[config.mk]
export PLATFORM = sky130hd
export DESIGN_NAME = aluCluster
export DESIGN_NICKNAME = d
export VERILOG_FILES = /design/src/aluRsPkg.sv /design/src/issueIf.sv /design/src/allocIf.sv /design/src/aluCluster.sv /design/src/resultBus.sv /design/src/aluExec.sv /design/src/aluRs.sv /design/src/rsLine.sv /design/src/instDecode.sv
export SDC_FILE = /design/constraint.sdc
export NUM_CORES = 1
export LEC_CHECK = 0
export ABC_AREA = 1
export BUFFER_PORTS_ARGS = -buffer_cell sky130_fd_sc_hd__buf_2
export CAP_MARGIN = 20
export CORE_MARGIN = 2
export CORE_UTILIZATION = 45
export CTS_CLUSTER_SIZE = 16
export DETAILED_ROUTE_END_ITERATION = 8
export PLACE_DENSITY_LB_ADDON = 0.2
export SYNTH_ARGS = -nofsm -noshare
export SYNTH_HDL_FRONTEND = slang
export SYNTH_HIERARCHICAL = 1
export SYNTH_SLANG_ARGS = --single-unit
export TNS_END_PERCENT = 5
[constraint.sdc]
create_clock -name clk -period 8.42 [get_ports clk]
set_input_delay 2.105 -clock clk [delete_from_list [all_inputs] [get_ports clk]]
set_output_delay 2.105 -clock clk [all_outputs]
set_load 0.01 [all_outputs]
[src/aluRsPkg.sv]
package aluRsPkg;

    localparam int dataWidth = 32;
    localparam int tagWidth = 4;
    localparam int rsSize = 4;
    localparam int opWidth = 4;

    // tag zero means the value is already present
    localparam logic [tagWidth-1:0] tagFree = '0;

    localparam logic [6:0] opcodeOp = 7'b0110011;
    localparam logic [6:0] opcodeOpImm = 7'b0010011;

    typedef enum logic [opWidth-1:0] {
        aluAdd,
        aluSub,
        aluAnd,
        aluOr,
        aluXor,
        aluSlt,
        aluSll,
        aluSrl
    } aluOp_t;

    // same 32 bits seen as R-type or I-type
    typedef union packed {
        struct packed {
            logic [6:0] funct7;
            logic [4:0] rs2;
            logic [4:0] rs1;
            logic [2:0] funct3;
            logic [4:0] rd;
            logic [6:0] opcode;
        } rType;
        struct packed {
            logic [11:0] imm12;
            logic [4:0] rs1;
            logic [2:0] funct3;
            logic [4:0] rd;
            logic [6:0] opcode;
        } iType;
    } instWord_t;

endpackage
[src/issueIf.sv]
interface issueIf;

    logic valid;
    logic ready;
    aluRsPkg::aluOp_t op;
    logic [aluRsPkg::dataWidth-1:0] opA;
    logic [aluRsPkg::dataWidth-1:0] opB;
    logic [aluRsPkg::tagWidth-1:0] destTag;

    modport rs (
        output valid, op, opA, opB, destTag,
        input  ready
    );

    modport alu (
        input  valid, op, opA, opB, destTag,
        output ready
    );

endinterface

[src/allocIf.sv]
interface allocIf;

    logic valid;
    logic ready;
    aluRsPkg::aluOp_t op;
    logic [aluRsPkg::dataWidth-1:0] valA;
    logic [aluRsPkg::tagWidth-1:0] tagA;
    logic [aluRsPkg::dataWidth-1:0] valB;
    logic [aluRsPkg::tagWidth-1:0] tagB;
    logic [aluRsPkg::tagWidth-1:0] destTag;

    modport dec (
        output valid, op, valA, tagA, valB, tagB, destTag,
        input  ready
    );

    modport rs (
        input  valid, op, valA, tagA, valB, tagB, destTag,
        output ready
    );

endinterface

[src/aluCluster.sv]
module aluCluster (
    input  logic clk,
    input  logic rst,
    input  logic flush,
    input  logic dispValid,
    output logic dispReady,
    input  aluRsPkg::instWord_t dispInst,
    input  logic [aluRsPkg::dataWidth-1:0] dispValA,
    input  logic [aluRsPkg::tagWidth-1:0] dispTagA,
    input  logic [aluRsPkg::dataWidth-1:0] dispValB,
    input  logic [aluRsPkg::tagWidth-1:0] dispTagB,
    input  logic [aluRsPkg::tagWidth-1:0] dispDestTag,
    input  logic lsValid,
    output logic lsReady,
    input  logic [aluRsPkg::tagWidth-1:0] lsTag,
    input  logic [aluRsPkg::dataWidth-1:0] lsData,
    output logic cdbValid,
    output logic [aluRsPkg::tagWidth-1:0] cdbTag,
    output logic [aluRsPkg::dataWidth-1:0] cdbData
);

    allocIf alloc ();
    issueIf issue ();

    logic resValid;
    logic resReady;
    logic [aluRsPkg::tagWidth-1:0] resTag;
    logic [aluRsPkg::dataWidth-1:0] resData;

    instDecode uDecode (
        .dispValid(dispValid),
        .dispReady(dispReady),
        .dispInst(dispInst),
        .dispValA(dispValA),
        .dispValB(dispValB),
        .dispTagA(dispTagA),
        .dispTagB(dispTagB),
        .dispDestTag(dispDestTag),
        .alloc(alloc.dec)
    );

    aluRs uRs (
        .clk(clk),
        .rst(rst),
        .flush(flush),
        .alloc(alloc.rs),
        .issue(issue.rs),
        .cdbValid(cdbValid),
        .cdbTag(cdbTag),
        .cdbData(cdbData)
    );

    aluExec uExec (
        .clk(clk),
        .rst(rst),
        .issue(issue.alu),
        .resValid(resValid),
        .resReady(resReady),
        .resTag(resTag),
        .resData(resData)
    );

    // broadcast also feeds the station wake-up
    resultBus uBus (
        .clk(clk),
        .rst(rst),
        .lsValid(lsValid),
        .lsReady(lsReady),
        .lsTag(lsTag),
        .lsData(lsData),
        .resValid(resValid),
        .resReady(resReady),
        .resTag(resTag),
        .resData(resData),
        .cdbValid(cdbValid),
        .cdbTag(cdbTag),
        .cdbData(cdbData)
    );

endmodule

[src/resultBus.sv]
module resultBus (
    input  logic clk,
    input  logic rst,
    input  logic lsValid,
    output logic lsReady,
    input  logic [aluRsPkg::tagWidth-1:0] lsTag,
    input  logic [aluRsPkg::dataWidth-1:0] lsData,
    input  logic resValid,
    output logic resReady,
    input  logic [aluRsPkg::tagWidth-1:0] resTag,
    input  logic [aluRsPkg::dataWidth-1:0] resData,
    output logic cdbValid,
    output logic [aluRsPkg::tagWidth-1:0] cdbTag,
    output logic [aluRsPkg::dataWidth-1:0] cdbData
);

    // load/store always wins, ALU only gets idle slots
    assign lsReady = 1'b1;
    assign resReady = !lsValid;

    always_ff @(posedge clk) begin
        if (rst) begin
            cdbValid <= 1'b0;
        end else begin
            cdbValid <= lsValid || resValid;
        end
    end

    always_ff @(posedge clk) begin
        if (lsValid) begin
            cdbTag <= lsTag;
            cdbData <= lsData;
        end else if (resValid) begin
            cdbTag <= resTag;
            cdbData <= resData;
        end
    end

endmodule

[src/aluExec.sv]
module aluExec (
    input  logic clk,
    input  logic rst,
    issueIf.alu issue,
    output logic resValid,
    input  logic resReady,
    output logic [aluRsPkg::tagWidth-1:0] resTag,
    output logic [aluRsPkg::dataWidth-1:0] resData
);

    logic [aluRsPkg::dataWidth-1:0] result;
    logic take;

    always_comb begin
        case (issue.op)
            aluRsPkg::aluAdd: result = issue.opA + issue.opB;
            aluRsPkg::aluSub: result = issue.opA - issue.opB;
            aluRsPkg::aluAnd: result = issue.opA & issue.opB;
            aluRsPkg::aluOr:  result = issue.opA | issue.opB;
            aluRsPkg::aluXor: result = issue.opA ^ issue.opB;
            aluRsPkg::aluSlt: result = {{(aluRsPkg::dataWidth - 1){1'b0}},
                                        $signed(issue.opA) < $signed(issue.opB)};
            aluRsPkg::aluSll: result = issue.opA << issue.opB[4:0];
            aluRsPkg::aluSrl: result = issue.opA >> issue.opB[4:0];
            default:          result = '0;
        endcase
    end

    // free slot, or the held result leaves this cycle
    assign issue.ready = !resValid || resReady;
    assign take = issue.valid && issue.ready;

    always_ff @(posedge clk) begin
        if (rst) begin
            resValid <= 1'b0;
        end else if (take) begin
            resValid <= 1'b1;
        end else if (resReady) begin
            resValid <= 1'b0;
        end
    end

    always_ff @(posedge clk) begin
        if (take) begin
            resTag <= issue.destTag;
            resData <= result;
        end
    end

endmodule

[src/aluRs.sv]
module aluRs (
    input  logic clk,
    input  logic rst,
    input  logic flush,
    allocIf.rs alloc,
    issueIf.rs issue,
    input  logic cdbValid,
    input  logic [aluRsPkg::tagWidth-1:0] cdbTag,
    input  logic [aluRsPkg::dataWidth-1:0] cdbData
);

    logic [aluRsPkg::rsSize-1:0] lineEmpty;
    logic [aluRsPkg::rsSize-1:0] lineReady;
    logic [aluRsPkg::rsSize-1:0] allocSel;
    logic [aluRsPkg::rsSize-1:0] issueSel;
    logic [aluRsPkg::rsSize-1:0] allocEn;
    logic [aluRsPkg::rsSize-1:0] issueEn;
    logic [aluRsPkg::dataWidth-1:0] lineOpA [aluRsPkg::rsSize];
    logic [aluRsPkg::dataWidth-1:0] lineOpB [aluRsPkg::rsSize];
    aluRsPkg::aluOp_t lineOp [aluRsPkg::rsSize];
    logic [aluRsPkg::tagWidth-1:0] lineDest [aluRsPkg::rsSize];

    for (genvar i = 0; i < aluRsPkg::rsSize; i++) begin : gLine
        rsLine line (
            .clk(clk),
            .rst(rst),
            .flush(flush),
            .allocEn(allocEn[i]),
            .allocOp(alloc.op),
            .allocValA(alloc.valA),
            .allocTagA(alloc.tagA),
            .allocValB(alloc.valB),
            .allocTagB(alloc.tagB),
            .allocDestTag(alloc.destTag),
            .cdbValid(cdbValid),
            .cdbTag(cdbTag),
            .cdbData(cdbData),
            .empty(lineEmpty[i]),
            .ready(lineReady[i]),
            .opA(lineOpA[i]),
            .opB(lineOpB[i]),
            .op(lineOp[i]),
            .destTag(lineDest[i]),
            .issueEn(issueEn[i])
        );
    end

    // scan downward so the lowest index wins
    always_comb begin
        allocSel = '0;
        issueSel = '0;
        issue.op = aluRsPkg::aluAdd;
        issue.opA = '0;
        issue.opB = '0;
        issue.destTag = aluRsPkg::tagFree;
        for (int i = aluRsPkg::rsSize - 1; i >= 0; i--) begin
            if (lineEmpty[i]) begin
                allocSel = '0;
                allocSel[i] = 1'b1;
            end
            if (lineReady[i]) begin
                issueSel = '0;
                issueSel[i] = 1'b1;
                issue.op = lineOp[i];
                issue.opA = lineOpA[i];
                issue.opB = lineOpB[i];
                issue.destTag = lineDest[i];
            end
        end
    end

    assign alloc.ready = |lineEmpty;
    assign issue.valid = |lineReady;

    assign allocEn = allocSel & {aluRsPkg::rsSize{alloc.valid && alloc.ready}};
    assign issueEn = issueSel & {aluRsPkg::rsSize{issue.valid && issue.ready}};

endmodule

[src/rsLine.sv]
module rsLine (
    input  logic clk,
    input  logic rst,
    input  logic flush,
    input  logic allocEn,
    input  aluRsPkg::aluOp_t allocOp,
    input  logic [aluRsPkg::dataWidth-1:0] allocValA,
    input  logic [aluRsPkg::tagWidth-1:0] allocTagA,
    input  logic [aluRsPkg::dataWidth-1:0] allocValB,
    input  logic [aluRsPkg::tagWidth-1:0] allocTagB,
    input  logic [aluRsPkg::tagWidth-1:0] allocDestTag,
    input  logic cdbValid,
    input  logic [aluRsPkg::tagWidth-1:0] cdbTag,
    input  logic [aluRsPkg::dataWidth-1:0] cdbData,
    output logic empty,
    output logic ready,
    output logic [aluRsPkg::dataWidth-1:0] opA,
    output logic [aluRsPkg::dataWidth-1:0] opB,
    output aluRsPkg::aluOp_t op,
    output logic [aluRsPkg::tagWidth-1:0] destTag,
    input  logic issueEn
);

    logic busy;
    logic [aluRsPkg::tagWidth-1:0] tagA;
    logic [aluRsPkg::tagWidth-1:0] tagB;
    logic [aluRsPkg::tagWidth-1:0] srcTagA;
    logic [aluRsPkg::tagWidth-1:0] srcTagB;
    logic hitA;
    logic hitB;

    // snoop the incoming pair on the allocating edge, else the held one
    assign srcTagA = allocEn ? allocTagA : tagA;
    assign srcTagB = allocEn ? allocTagB : tagB;

    assign hitA = cdbValid && (srcTagA != aluRsPkg::tagFree) && (srcTagA == cdbTag);
    assign hitB = cdbValid && (srcTagB != aluRsPkg::tagFree) && (srcTagB == cdbTag);

    always_ff @(posedge clk) begin
        if (rst || flush || issueEn) begin
            busy <= 1'b0;
        end else if (allocEn) begin
            busy <= 1'b1;
        end
    end

    always_ff @(posedge clk) begin
        if (allocEn) begin
            op <= allocOp;
            destTag <= allocDestTag;
        end
        tagA <= hitA ? aluRsPkg::tagFree : srcTagA;
        tagB <= hitB ? aluRsPkg::tagFree : srcTagB;
        if (hitA) begin
            opA <= cdbData;
        end else if (allocEn) begin
            opA <= allocValA;
        end
        if (hitB) begin
            opB <= cdbData;
        end else if (allocEn) begin
            opB <= allocValB;
        end
    end

    assign empty = !busy;
    assign ready = busy && (tagA == aluRsPkg::tagFree) && (tagB == aluRsPkg::tagFree);

endmodule

[src/instDecode.sv]
module instDecode (
    input  logic dispValid,
    output logic dispReady,
    input  aluRsPkg::instWord_t dispInst,
    input  logic [aluRsPkg::dataWidth-1:0] dispValA,
    input  logic [aluRsPkg::dataWidth-1:0] dispValB,
    input  logic [aluRsPkg::tagWidth-1:0] dispTagA,
    input  logic [aluRsPkg::tagWidth-1:0] dispTagB,
    input  logic [aluRsPkg::tagWidth-1:0] dispDestTag,
    allocIf.dec alloc
);

    logic isOp;
    logic isOpImm;
    logic known;
    logic [3:0] opKey;

    assign isOp = dispInst.rType.opcode == aluRsPkg::opcodeOp;
    assign isOpImm = dispInst.iType.opcode == aluRsPkg::opcodeOpImm;

    // funct7 bit 5 only splits ADD and SUB for register ops
    assign opKey = isOp ? {dispInst.rType.funct7[5], dispInst.rType.funct3}
                        : {1'b0, dispInst.iType.funct3};

    always_comb begin
        known = isOp || isOpImm;
        alloc.op = aluRsPkg::aluAdd;
        case (opKey)
            4'b0000: alloc.op = aluRsPkg::aluAdd;
            4'b1000: alloc.op = aluRsPkg::aluSub;
            4'b0001: alloc.op = aluRsPkg::aluSll;
            4'b0010: alloc.op = aluRsPkg::aluSlt;
            4'b0100: alloc.op = aluRsPkg::aluXor;
            4'b0101: alloc.op = aluRsPkg::aluSrl;
            4'b0110: alloc.op = aluRsPkg::aluOr;
            4'b0111: alloc.op = aluRsPkg::aluAnd;
            default: known = 1'b0;
        endcase
    end

    always_comb begin
        alloc.valB = dispValB;
        alloc.tagB = dispTagB;
        if (isOpImm) begin
            alloc.valB = {{(aluRsPkg::dataWidth - 12){dispInst.iType.imm12[11]}},
                          dispInst.iType.imm12};
            alloc.tagB = aluRsPkg::tagFree;
        end
    end

    // unsupported words are consumed but never reach the station
    assign alloc.valid = dispValid && known;
    assign alloc.valA = dispValA;
    assign alloc.tagA = dispTagA;
    assign alloc.destTag = dispDestTag;
    assign dispReady = alloc.ready;

endmodule

# Word-level counts from Yosys, hierarchy flattened
# Cells that the tools add are included.
[totals]
reg_bits = 398
input_bits = 149
output_inout_bits = 39
wordCells = 200
[classes]
magnitude_cmp = 1
bitwise_logic = 5
n_addsub = 2
n_shift = 2
n_eq_ne = 25
n_mux = 60
reduce_logical = 71
[op_table]
columns = ["operator", "n"]
rows = [
  ["32-bit two-way mux", 27],
  ["32-bit one-hot mux with 8 select lines", 1],
  ["4-bit two-way mux", 28],
  ["4-bit logical NOT", 10],
  ["32-bit adder", 1],
  ["32-bit bitwise AND", 1],
  ["4-bit by 3-bit equality test with 1-bit output (second input constant)", 8],
  ["4-bit equality test", 8],
  ["32-bit less-than comparator", 1],
  ["32-bit OR", 1],
  ["4-bit nonzero test", 8],
  ["32-bit by 5-bit left shift with 32-bit output", 1],
  ["32-bit by 5-bit right shift with 32-bit output", 1],
  ["32-bit subtractor", 1],
  ["32-bit XOR", 1],
  ["1-bit logical AND", 27],
  ["3-bit one-hot mux with 7 select lines", 1],
  ["2-bit nonzero test", 9],
  ["4-bit by 2-bit equality test with 1-bit output (second input constant)", 3],
  ["4-bit bitwise AND", 2],
  ["4-bit by 1-bit equality test with 1-bit output (second input constant)", 2],
  ["1-bit logical OR", 8],
  ["4-bit OR reduction", 2],
  ["8-bit OR reduction", 1],
  ["other kinds (6)", 13],
]

# Depth between registers and ports, before layout
# Gate-level depths: netlist of the first run.
[depth]
depth_word = 13
ltp_mapped = 28
mapped_depth_nobuf = 24

# Cells and area by module
# The synthesis of the first run kept the hierarchy.
[modules_own_cells]
columns = ["module", "cells_per_inst", "area_per_inst_um2", "seq_area_each_um2", "instances"]
rows = [
  ["rsLine", 416, 3836.2, 2342.2, 4],
  ["aluExec", 2050, 10966.8, 1101.1, 1],
  ["aluRs", 584, 2678.8, 0.0, 1],
  ["resultBus", 158, 1600.3, 1101.1, 1],
  ["instDecode", 171, 867.1, 0.0, 1],
]

# Worst setup path after synthesis of the first run
# No wires, ideal clock.
[synth_timing]
path_kind = "input port to flip-flop"
from = "input dispInst[2] (netlist bit)"
to = "register uRs/gLine[1].line/opB[0] (netlist bit), enable pin"
slack_ns = 2.733
setup_ns = 0.389
arrival_ns = 5.297
required_ns = 8.031
path_buffers = 2
path_stages = 17
cell_sequence = "inv_1 -> nand2_2 -> nor2_4 -> nand3_1 -> nor2_1 -> inv_1 -> nor3b_1 -> inv_2 -> buf_6 -> nand2_2 -> nand2_1 -> nand2_1 -> nand2_1 -> nor2_2 -> nand3_2 -> buf_6 -> nand2_1"
[synth_via]
elab_chain_cells = 13
word_cells_on_any_way = 24
classes_between = "10 x eq/ne; 4 x mux; 1 x bitwise; 9 x reduce/logical"
[synth_lines]
columns = ["item", "line_no", "text"]
rows = [
  ["from (decl)", "aluCluster.sv:7", "input aluRsPkg::instWord_t dispInst,"],
  ["7-bit by 6-bit equality test with 1-bit output", "instDecode.sv:18", "assign isOp = dispInst.rType.opcode == aluRsPkg::opcodeOp;"],
  ["4-bit two-way mux", "instDecode.sv:22", "assign opKey = isOp ? {dispInst.rType.funct7[5], dispInst.rType.funct3}"],
  ["4-bit equality test, or another cell as far along", "instDecode.sv:28", "case (opKey)"],
  ["8-bit OR reduction (no source line)", "-", ""],
  ["1-bit two-way mux *", "instDecode.sv:28", ""],
  ["1-bit logical AND *", "instDecode.sv:52", "assign alloc.valid = dispValid && known;"],
  ["named net alloc.valid", "allocIf.sv:3", "logic valid;"],
  ["1-bit logical AND *", "aluRs.sv:75", "assign allocEn = allocSel & {aluRsPkg::rsSize{alloc.valid && alloc.ready}};"],
  ["4-bit bitwise AND *", "aluRs.sv:75", ""],
  ["named net uRs.allocEn, one bit", "aluRs.sv:16", "logic [aluRsPkg::rsSize-1:0] allocEn;"],
  ["4-bit two-way mux", "rsLine.sv:34", "assign srcTagB = allocEn ? allocTagB : tagB;"],
  ["4-bit nonzero test", "rsLine.sv:37", "assign hitB = cdbValid && (srcTagB != aluRsPkg::tagFree) && (srcTagB == cdbTag);"],
  ["1-bit logical AND (2 in a row)", "rsLine.sv:37", ""],
  ["2-bit nonzero test (no source line) *", "-", ""],
  ["to (signal assigned)", "rsLine.sv:60", "opB <= cdbData;"],
  ["to (signal assigned)", "rsLine.sv:62", "opB <= allocValB;"],
  ["to (decl)", "rsLine.sv:18", "output logic [aluRsPkg::dataWidth-1:0] opB,"],
]
# The timed path passes the listed nets; every way through them passes the cells marked *.
# A chain may end at the register's enable or synchronous reset.

# Worst setup path after layout of the first run
[layout_timing]
from = "input dispInst[2] (netlist bit)"
to = "register uRs/gLine[1].line/opA[9] (netlist bit), enable pin"
[layout_via]
elab_chain_cells = 13
word_cells_on_any_way = 23
classes_between = "10 x eq/ne; 3 x mux; 1 x bitwise; 9 x reduce/logical"
[layout_lines]
columns = ["item", "line_no", "text"]
rows = [
  ["7-bit by 6-bit equality test with 1-bit output", "instDecode.sv:18", ""],
  ["4-bit two-way mux", "instDecode.sv:22", ""],
  ["4-bit equality test, or another cell as far along", "instDecode.sv:28", ""],
  ["8-bit OR reduction (no source line)", "-", ""],
  ["1-bit two-way mux *", "instDecode.sv:28", ""],
  ["1-bit logical AND *", "instDecode.sv:52", ""],
  ["named net alloc.valid", "allocIf.sv:3", ""],
  ["1-bit logical AND *", "aluRs.sv:75", ""],
  ["4-bit bitwise AND *", "aluRs.sv:75", ""],
  ["named net uRs.allocEn, one bit", "aluRs.sv:16", ""],
  ["4-bit two-way mux", "rsLine.sv:33", "assign srcTagA = allocEn ? allocTagA : tagA;"],
  ["4-bit nonzero test", "rsLine.sv:36", "assign hitA = cdbValid && (srcTagA != aluRsPkg::tagFree) && (srcTagA == cdbTag);"],
  ["1-bit logical AND (2 in a row)", "rsLine.sv:36", ""],
  ["2-bit nonzero test (no source line) *", "-", ""],
  ["to (signal assigned)", "rsLine.sv:55", "opA <= cdbData;"],
  ["to (signal assigned)", "rsLine.sv:57", "opA <= allocValA;"],
  ["to (decl)", "rsLine.sv:17", "output logic [aluRsPkg::dataWidth-1:0] opA,"],
]
# Marks and branches as above.

==> results of run 1 <==
[worst max-delay path, stage by stage]
cell	delay (ns)
buf_2	0.09
inv_1	0.06
nand2_2	0.07
nor2_4	0.15
nand3_1	0.09
nor2_1	0.33
inv_1	0.14
nor3b_2	0.82
inv_2	0.33
nand2_1	0.17
nand2_1	0.08
nand2_1	0.06
nand2_1	0.08
a21oi_1	0.18
nand2_2	0.51
nand2_1	0.20
buf_4	0.46
[cell usage in the layout (no fill, tap or decap), drive strengths merged]
cell         n
nand3      877
nand2     1878
nor4         8
a221oi       1
fa           2
o21a         4
a21oi       77
o22ai       27
a2111oi      4
nor2       280
o21ai       55
mux2i        2
a31oi        3
clkinv      21
dfxtp       38
clkinvlp     3
or2          5
nor3        26
nor3b        1
ha         105
a21o         1
buf        249
diode        3
conb         2
o21bai       7
and3         6
inv        519
nand4       30
edfxtp     360
bufinv       5
and2        14
a211oi       2
o211ai      24
clkbuf      55
[kinds of logic after synthesis]
kind of cell	count (synthesis)	share of synthesized area, %
simple gates	3125	42.5
buf+inv	788	12.4
flops	398	36.8
compound gates	205	3.87
fa+ha+maj	107	4.30
mux	2	0.103
other cells	2	0.0239
[power breakdown]
group / internal (uW) / switching, uW
combinational: 187 / 443
clock: 1190 / 894
sequential: 2250 / 50.9
total: 3630 / 1390
[metal layers]
metal	share of wire [%]	routed length (um)
met5	0.018	22
met4	5.1	6230
met3	9.1	11100
met2	44	53900
met1	42	51200
[synthesized netlist by cell type (all sizes together) (5+ instances only)]
cell type  instances
edfxtp           360
o21bai             7
buf              257
inv              517
o211ai            24
nor4               8
nor3              26
or2                5
o21ai             55
nand2           1878
a21oi             77
ha               105
and2              14
nand3            877
o22ai             27
nor2             280
and3               6
clkbuf            13
nand4             30
dfxtp             38
[sequential cells by signal, indices dropped and copies added (netlist names)]
| signal | cells |
|---|---|
| uExec/resTag | 4 |
| uRs/gLine.line/tagA | 16 |
| uBus/cdbTag | 4 |
| uBus/cdbData | 32 |
| uExec/resData | 32 |
| uBus/cdbValid | 1 |
| uRs/gLine.line/destTag | 16 |
| uRs/gLine.line/opB | 128 |
| uRs/gLine.line/opA | 128 |
| uRs/gLine.line/busy | 4 |
| uRs/gLine.line/op | 16 |
| uRs/gLine.line/tagB | 16 |
| uExec/resValid | 1 |
[how the worst min path moves through the flow]
stage / endpoint / cells past startpoint
2_1_floorplan: uRs/gLine[2].line/busy / 2
3_3_place_gp: uBus/cdbData[9] / 2
5_1_grt: uBus/cdbData[9] / 2
3_5_place_dp: uBus/cdbData[25] / 2
4_1_cts: uBus/cdbData[0] / 2
6_report: uBus/cdbData[23] / 2
[metrics by stage]
stage | cells | cell area [sq um] | total power [uW]
6_report | 5625 | 33800 | 5020
5_1_grt | 5622 | 33800 | 5200
4_1_cts | 5618 | 33700 | 5040
3_5_place_dp | 5533 | 32100 | 2960
3_3_place_gp | 5533 | 32100 | 2950
2_1_floorplan | 4627 | 31500 | 2760
[final cells by class]
class,instances,area (sq um)
fillers,7130,35200
well taps,931,1160
clock inverters,30,353
inverters,518,1950
flip-flops and latches,398,11600
repair buffers,249,1470
diodes,3,7.51
clock buffers,55,1210
multi-input cells,3441,16000
==> results_dict.tcl, run 1 <==
set metrics [dict create \
    outcome "completed" \
    grtUsageTotal_pct 33.5 \
    cts_setup_buffers 0 \
    ys.flop_type "edfxtp_1" \
    post-synth-top-area-cell "edfxtp_1" \
    start_kind "input pin" \
    syn_area_sq_um 31500 \
    peakVddDrop_v 0.000148 \
    start_util_pct 45.6 \
    synth-edff-count 360 \
    first_pass_iters 8 \
    grt_max_degree 129 \
    dp_slack_ns 1.87 \
    drc 0 \
    r2r-start "uRs/gLine[0].line/tagB[1]" \
    htree_levels 2 \
    gr-usage-met1_pct 45.9 \
    hpwl_um 87000 \
    antenna_left 0 \
    area_growth_pct 7.36 \
    maxSlewHeadroom_pct 25.0 \
    cp.required_ns 8.66 \
    cts_made_buffers 47 \
    worstMarginPinSlew_ns 1.12 \
    gp_congestion 1.02 \
    rr_worst_depth 23 \
    portBuffers 176 \
    avgSynthCellArea_sq_um 6.80 \
    ys_warn_count 6 \
    synth_top_area_share_pct 34.4 \
    grtUsageMet2_pct 51.6 \
    power_density_nw_per_um2 149 \
    crit_end "uRs/gLine[1].line/opA[9]" \
    busiest_layer "met2" \
    cts_root_buffer "clkbuf_16" \
    postCtsHoldBufs 0 \
    die_x_um 268 \
    layout.nets 4911 \
    final_core_util_pct 49.0 \
    setup_slack_ns 2.69 \
    period_share_pct 68.0 \
    min_path_type "reg2reg" \
    setup_viol 0 \
    seq_area_frac_synth_pct 36.8 \
    reg2reg_to "uExec/resData[31]" \
    cts.sinks 398 \
    routedWlPerCell_um 21.8 \
    clk_pin_slew_ns 0.06 \
    setup_tns_ns 0 \
    layout-drive-gt1-share_pct 9.64 \
    cp.arrival_ns 5.97 \
    design.core.area_sq_um 68900 \
    die_h_um 268 \
    synth_area_leaders "edfxtp_1 34%, nand2_1 22%, nand3_1 14%" \
    worstSetupStartpoint "dispInst[2]" \
    row_count 96 \
    drv_slew 0 \
    cts_tree "yes" \
    antenna_found_initial 6 \
    globalRouteMet3Util_pct 5.58 \
    synth_cell_type_count 49 \
    period_needed_ns 5.73 \
    r2r_slack_ns 2.88 \
    drv_cap 0 \
    dieArea_sq_um 72000 \
    fin_worst_skew_ns 0.0613 \
    synth.net_count 4883 \
    vias 31100 \
    hold_ws_ns 0.507 \
    fmax_mhz 175 \
    grt_pass1_wl_um 179000 \
    min_from "uExec/resData[23]" \
    ioPinCount 188 \
    finalHoldViolCount 0 \
    initialDrtViolationCount 3879 \
    viasPerCell 5.52 \
    worst-setup-path-type "in2reg" \
    grt_pass1_vias 27800 \
    critical_path_peak_fanout 33 \
    leakage_uw 0.0163 \
    synth-seq-cells 398 \
    ys_async_sr_fraction_pct 0 \
    clk_latency_ns 0.64 \
    clockBufferDepth 3 \
    synthCells 4627 \
    end_kind "register" \
    rsz0062_at_grt "false" \
    routed_wl_um 122000 \
    ctsResizeCount 0 \
    grt_overflow 0 \
]
No activity file was read; power rests on OpenSTA's default activity.
==> run 2: changes to the inputs <==
--- a/config.mk
+++ b/config.mk
@@ -5,7 +5,7 @@
 export SDC_FILE = /design/constraint.sdc
 export NUM_CORES = 1
 export LEC_CHECK = 0
-export ABC_AREA = 1
+export ABC_AREA = 0
 export BUFFER_PORTS_ARGS = -buffer_cell sky130_fd_sc_hd__buf_2
 export CAP_MARGIN = 20
 export CORE_MARGIN = 2
==> constraint.sdc (replaced) <==
create_clock -name clk -period 5.25 [get_ports clk]
set_input_delay 1.3125 -clock clk [delete_from_list [all_inputs] [get_ports clk]]
set_output_delay 1.3125 -clock clk [all_outputs]
set_load 0.01 [all_outputs]
==> results_dict.tcl, run 2 <==
set metrics [dict create \
    setup_viol 0 \
    critical_path_peak_fanout 7 \
    worst-setup-path-type "reg2reg" \
    dp_slack_ns -0.652 \
    cp.required_ns 5.57 \
    portBuffers 176 \
    finalHoldViolCount 0 \
    start_kind "register" \
    cp_cell_sequence "or4_4, nor4_4, buf_4, nor2b_4, buf_12, buf_12, a221oi_2, o21ai_1, buf_4, fa_2, a21o_1, a221o_1, a41o_4, a211oi_4, buf_6, nor4_4, o41ai_4, and2b_1, mux2i_1, a211o_1" \
    ys_warn_count 6 \
    ys_async_sr_fraction_pct 0 \
    hpwl_um 74300 \
    synth-edff-count 360 \
    synthTopCellsByCount "360 x edfxtp_1, 232 x mux2_4, 156 x nand2_1, 141 x o21ai_0, 133 x a21oi_1" \
    clk_latency_ns 0.58 \
    clockBufferDepth 3 \
    period_needed_ns 5.16 \
    row_count 91 \
    pwr-share-comb_pct 7.6 \
    layout_common_cells "406 x buf_4, 360 x edfxtp_1, 232 x mux2_4" \
    grt_overflow 0 \
    syn_area_sq_um 28200 \
    synthCells 2530 \
    grtUsageTotal_pct 30.7 \
    vias 23000 \
    die_x_um 255 \
    swShare_pct 21.9 \
    dieArea_sq_um 64800 \
    leakage_uw 0.0141 \
    min_path_type "reg2reg" \
    peakVddDrop_v 0.000257 \
    period_share_pct 98.3 \
    synth-seq-cells 398 \
    worstMarginPinSlew_ns 0.857 \
    maxSlewHeadroom_pct 42.9 \
    final_core_util_pct 56.1 \
    setup_slack_ns 0.0880 \
    clk_pin_slew_ns 0.06 \
    total_power_uw 7330 \
    synth.net_count 2786 \
    cts_made_buffers 44 \
    outcome "completed" \
    rsz0062_at_grt "true" \
    post-synth-top-area-cell "edfxtp_1" \
    gp_congestion 1.01 \
    seq_power_share_pct 48.4 \
    layout-drive-gt1-share_pct 38.2 \
    cts_tree "yes" \
    synth_cell_type_count 88 \
    fillers 5272 \
    layout.nets 3240 \
    cts_root_buffer "clkbuf_16" \
    final_common_cell "buf_4" \
    avgSynthCellArea_sq_um 11.2 \
    first_pass_iters 7 \
    internal_power_uw 5730 \
    drv_slew 0 \
    htree_levels 2 \
    cts.sinks 398 \
    cp.arrival_ns 5.48 \
    top_regs "uRs/gLine.line/opA: 128 flops, uRs/gLine.line/opB: 128 flops" \
    ioPinCount 188 \
    synth_area_leaders "edfxtp_1 38%, mux2_4 12%, ha_1 4.7%" \
    seq_area_frac_synth_pct 41.0 \
    drc 0 \
    viasPerCell 5.97 \
    critical_path.slowest_cell "or4_4" \
    start_util_pct 45.7 \
    synth_top_area_share_pct 38.3 \
    fmax_mhz 194 \
    synth_most_common_cell "edfxtp_1" \
    antenna_left 0 \
    switchingPower_uw 1600 \
    clkPwrFrac_pct 44.0 \
    routedWlPerCell_um 26.4 \
    drv_cap 0 \
    critical_path.max_stage_delay_ns 0.55 \
    end_kind "register" \
    die_h_um 255 \
    fin_worst_skew_ns 0.0270 \
    initialDrtViolationCount 2386 \
    grt_pass1_vias 22400 \
    design.core.area_sq_um 61800 \
    ys.flop_type "edfxtp_1" \
    power_density_nw_per_um2 211 \
    routed_wl_um 102000 \
    antenna_found_initial 4 \
    area_growth_pct 22.9 \
    grt_max_degree 56 \
    grt_pass1_wl_um 146000 \
]
==> run 2: cell type report <==
| type | count | area [sq um] | share of cell area (%) |
|---|---|---|---|
| Timing Repair Buffer | 621 | 4660 | 13.4 |
| Sequential cell | 398 | 11600 | 33.3 |
| Clock inverter | 21 | 272 | 0.782 |
| Multi-Input combinational cell | 1814 | 15600 | 44.8 |
| Antenna cell | 1 | 2.50 | 0.00721 |
| Inverter | 105 | 394 | 1.14 |
| Tap cell | 837 | 1050 | 3.02 |
| Clock buffer | 57 | 1210 | 3.50 |
==> run 2: path summary, 6_finish.rpt <==
| path | slack (ns) | endpoint | start | cells past startpoint |
|---|---|---|---|---|
| worst max-delay path | 0.09 | uExec/resData[28] | uRs/gLine[1].line/tagA[0] | 20 |
| worst min-delay path | 0.51 | uRs/gLine[0].line/busy | uRs/gLine[0].line/busy | 2 |
| worst max register to register | 0.09 | uExec/resData[28] | uRs/gLine[1].line/tagA[0] | 20 |
| worst min register to register | 0.51 | uRs/gLine[0].line/busy | uRs/gLine[0].line/busy | 2 |
==> run 2: routing by layer <==
metal	vias to the layer above	routed length (um)	global-route usage, %
met5	-	33	0
met4	6	2320	7.50
met2	1001	47500	50.1
met3	155	7700	4.04
met1	11500	44100	43.2
li1	10400	-	-
==> run 2: logic make-up after synthesis <==
kind of cell	after synthesis	share of synthesized area [%]
adders and majority gates	107	4.79
DFF	398	41.0
muxes	417	20.5
other	2	0.0266
buffers and inverters	318	6.38
xor gates and xnor gates	49	1.52
and+or+nand+nor	577	10.5
AOI/OAI and AO/OA	662	15.3
==> run 2: timing repair <==
item / 4_1_cts / 5_1_grt
hold buffers: 0 / 0
cloned: 0 / 2
endpoints found under the setup margin: 20 / 19
pin swaps: 8 / 39
gates resized for setup: 31 / 98
buffers inserted: 7 / 9
==> run 2: stage by stage <==
stage	setup TNS (ns)	area, sq um	hold slack [ns]	instances
3_3_place_gp	-4.88	32500	0.484	3759
2_1_floorplan	-0.228	28300	0.458	2530
4_1_cts	-0.0456	34100	0.503	3844
3_5_place_dp	-5.60	32500	0.489	3759
6_report	0	34700	0.506	3854
5_1_grt	-0.0750	34700	0.546	3853
==> run 2: worst max-delay path, delay by kind of cell (launching register included) <==
kind                       cells  cell delay, ns
AOI/OAI and AO/OA              8            2.13
adders and majority gates      1            0.39
buffers and inverters          5            0.81
DFF                            1            0.32
muxes                          1            0.08
and+or+nand+nor                5            1.16
==> run 2: power by group through the flow <==
stage | registers (uW) | clock network (uW) | logic (uW)
2_1_floorplan | 3600 | 0 | 373
3_3_place_gp | 3610 | 0 | 526
4_1_cts | 3550 | 3270 | 545
6_report | 3550 | 3230 | 558
5_1_grt | 3550 | 3380 | 587
3_5_place_dp | 3610 | 0 | 539
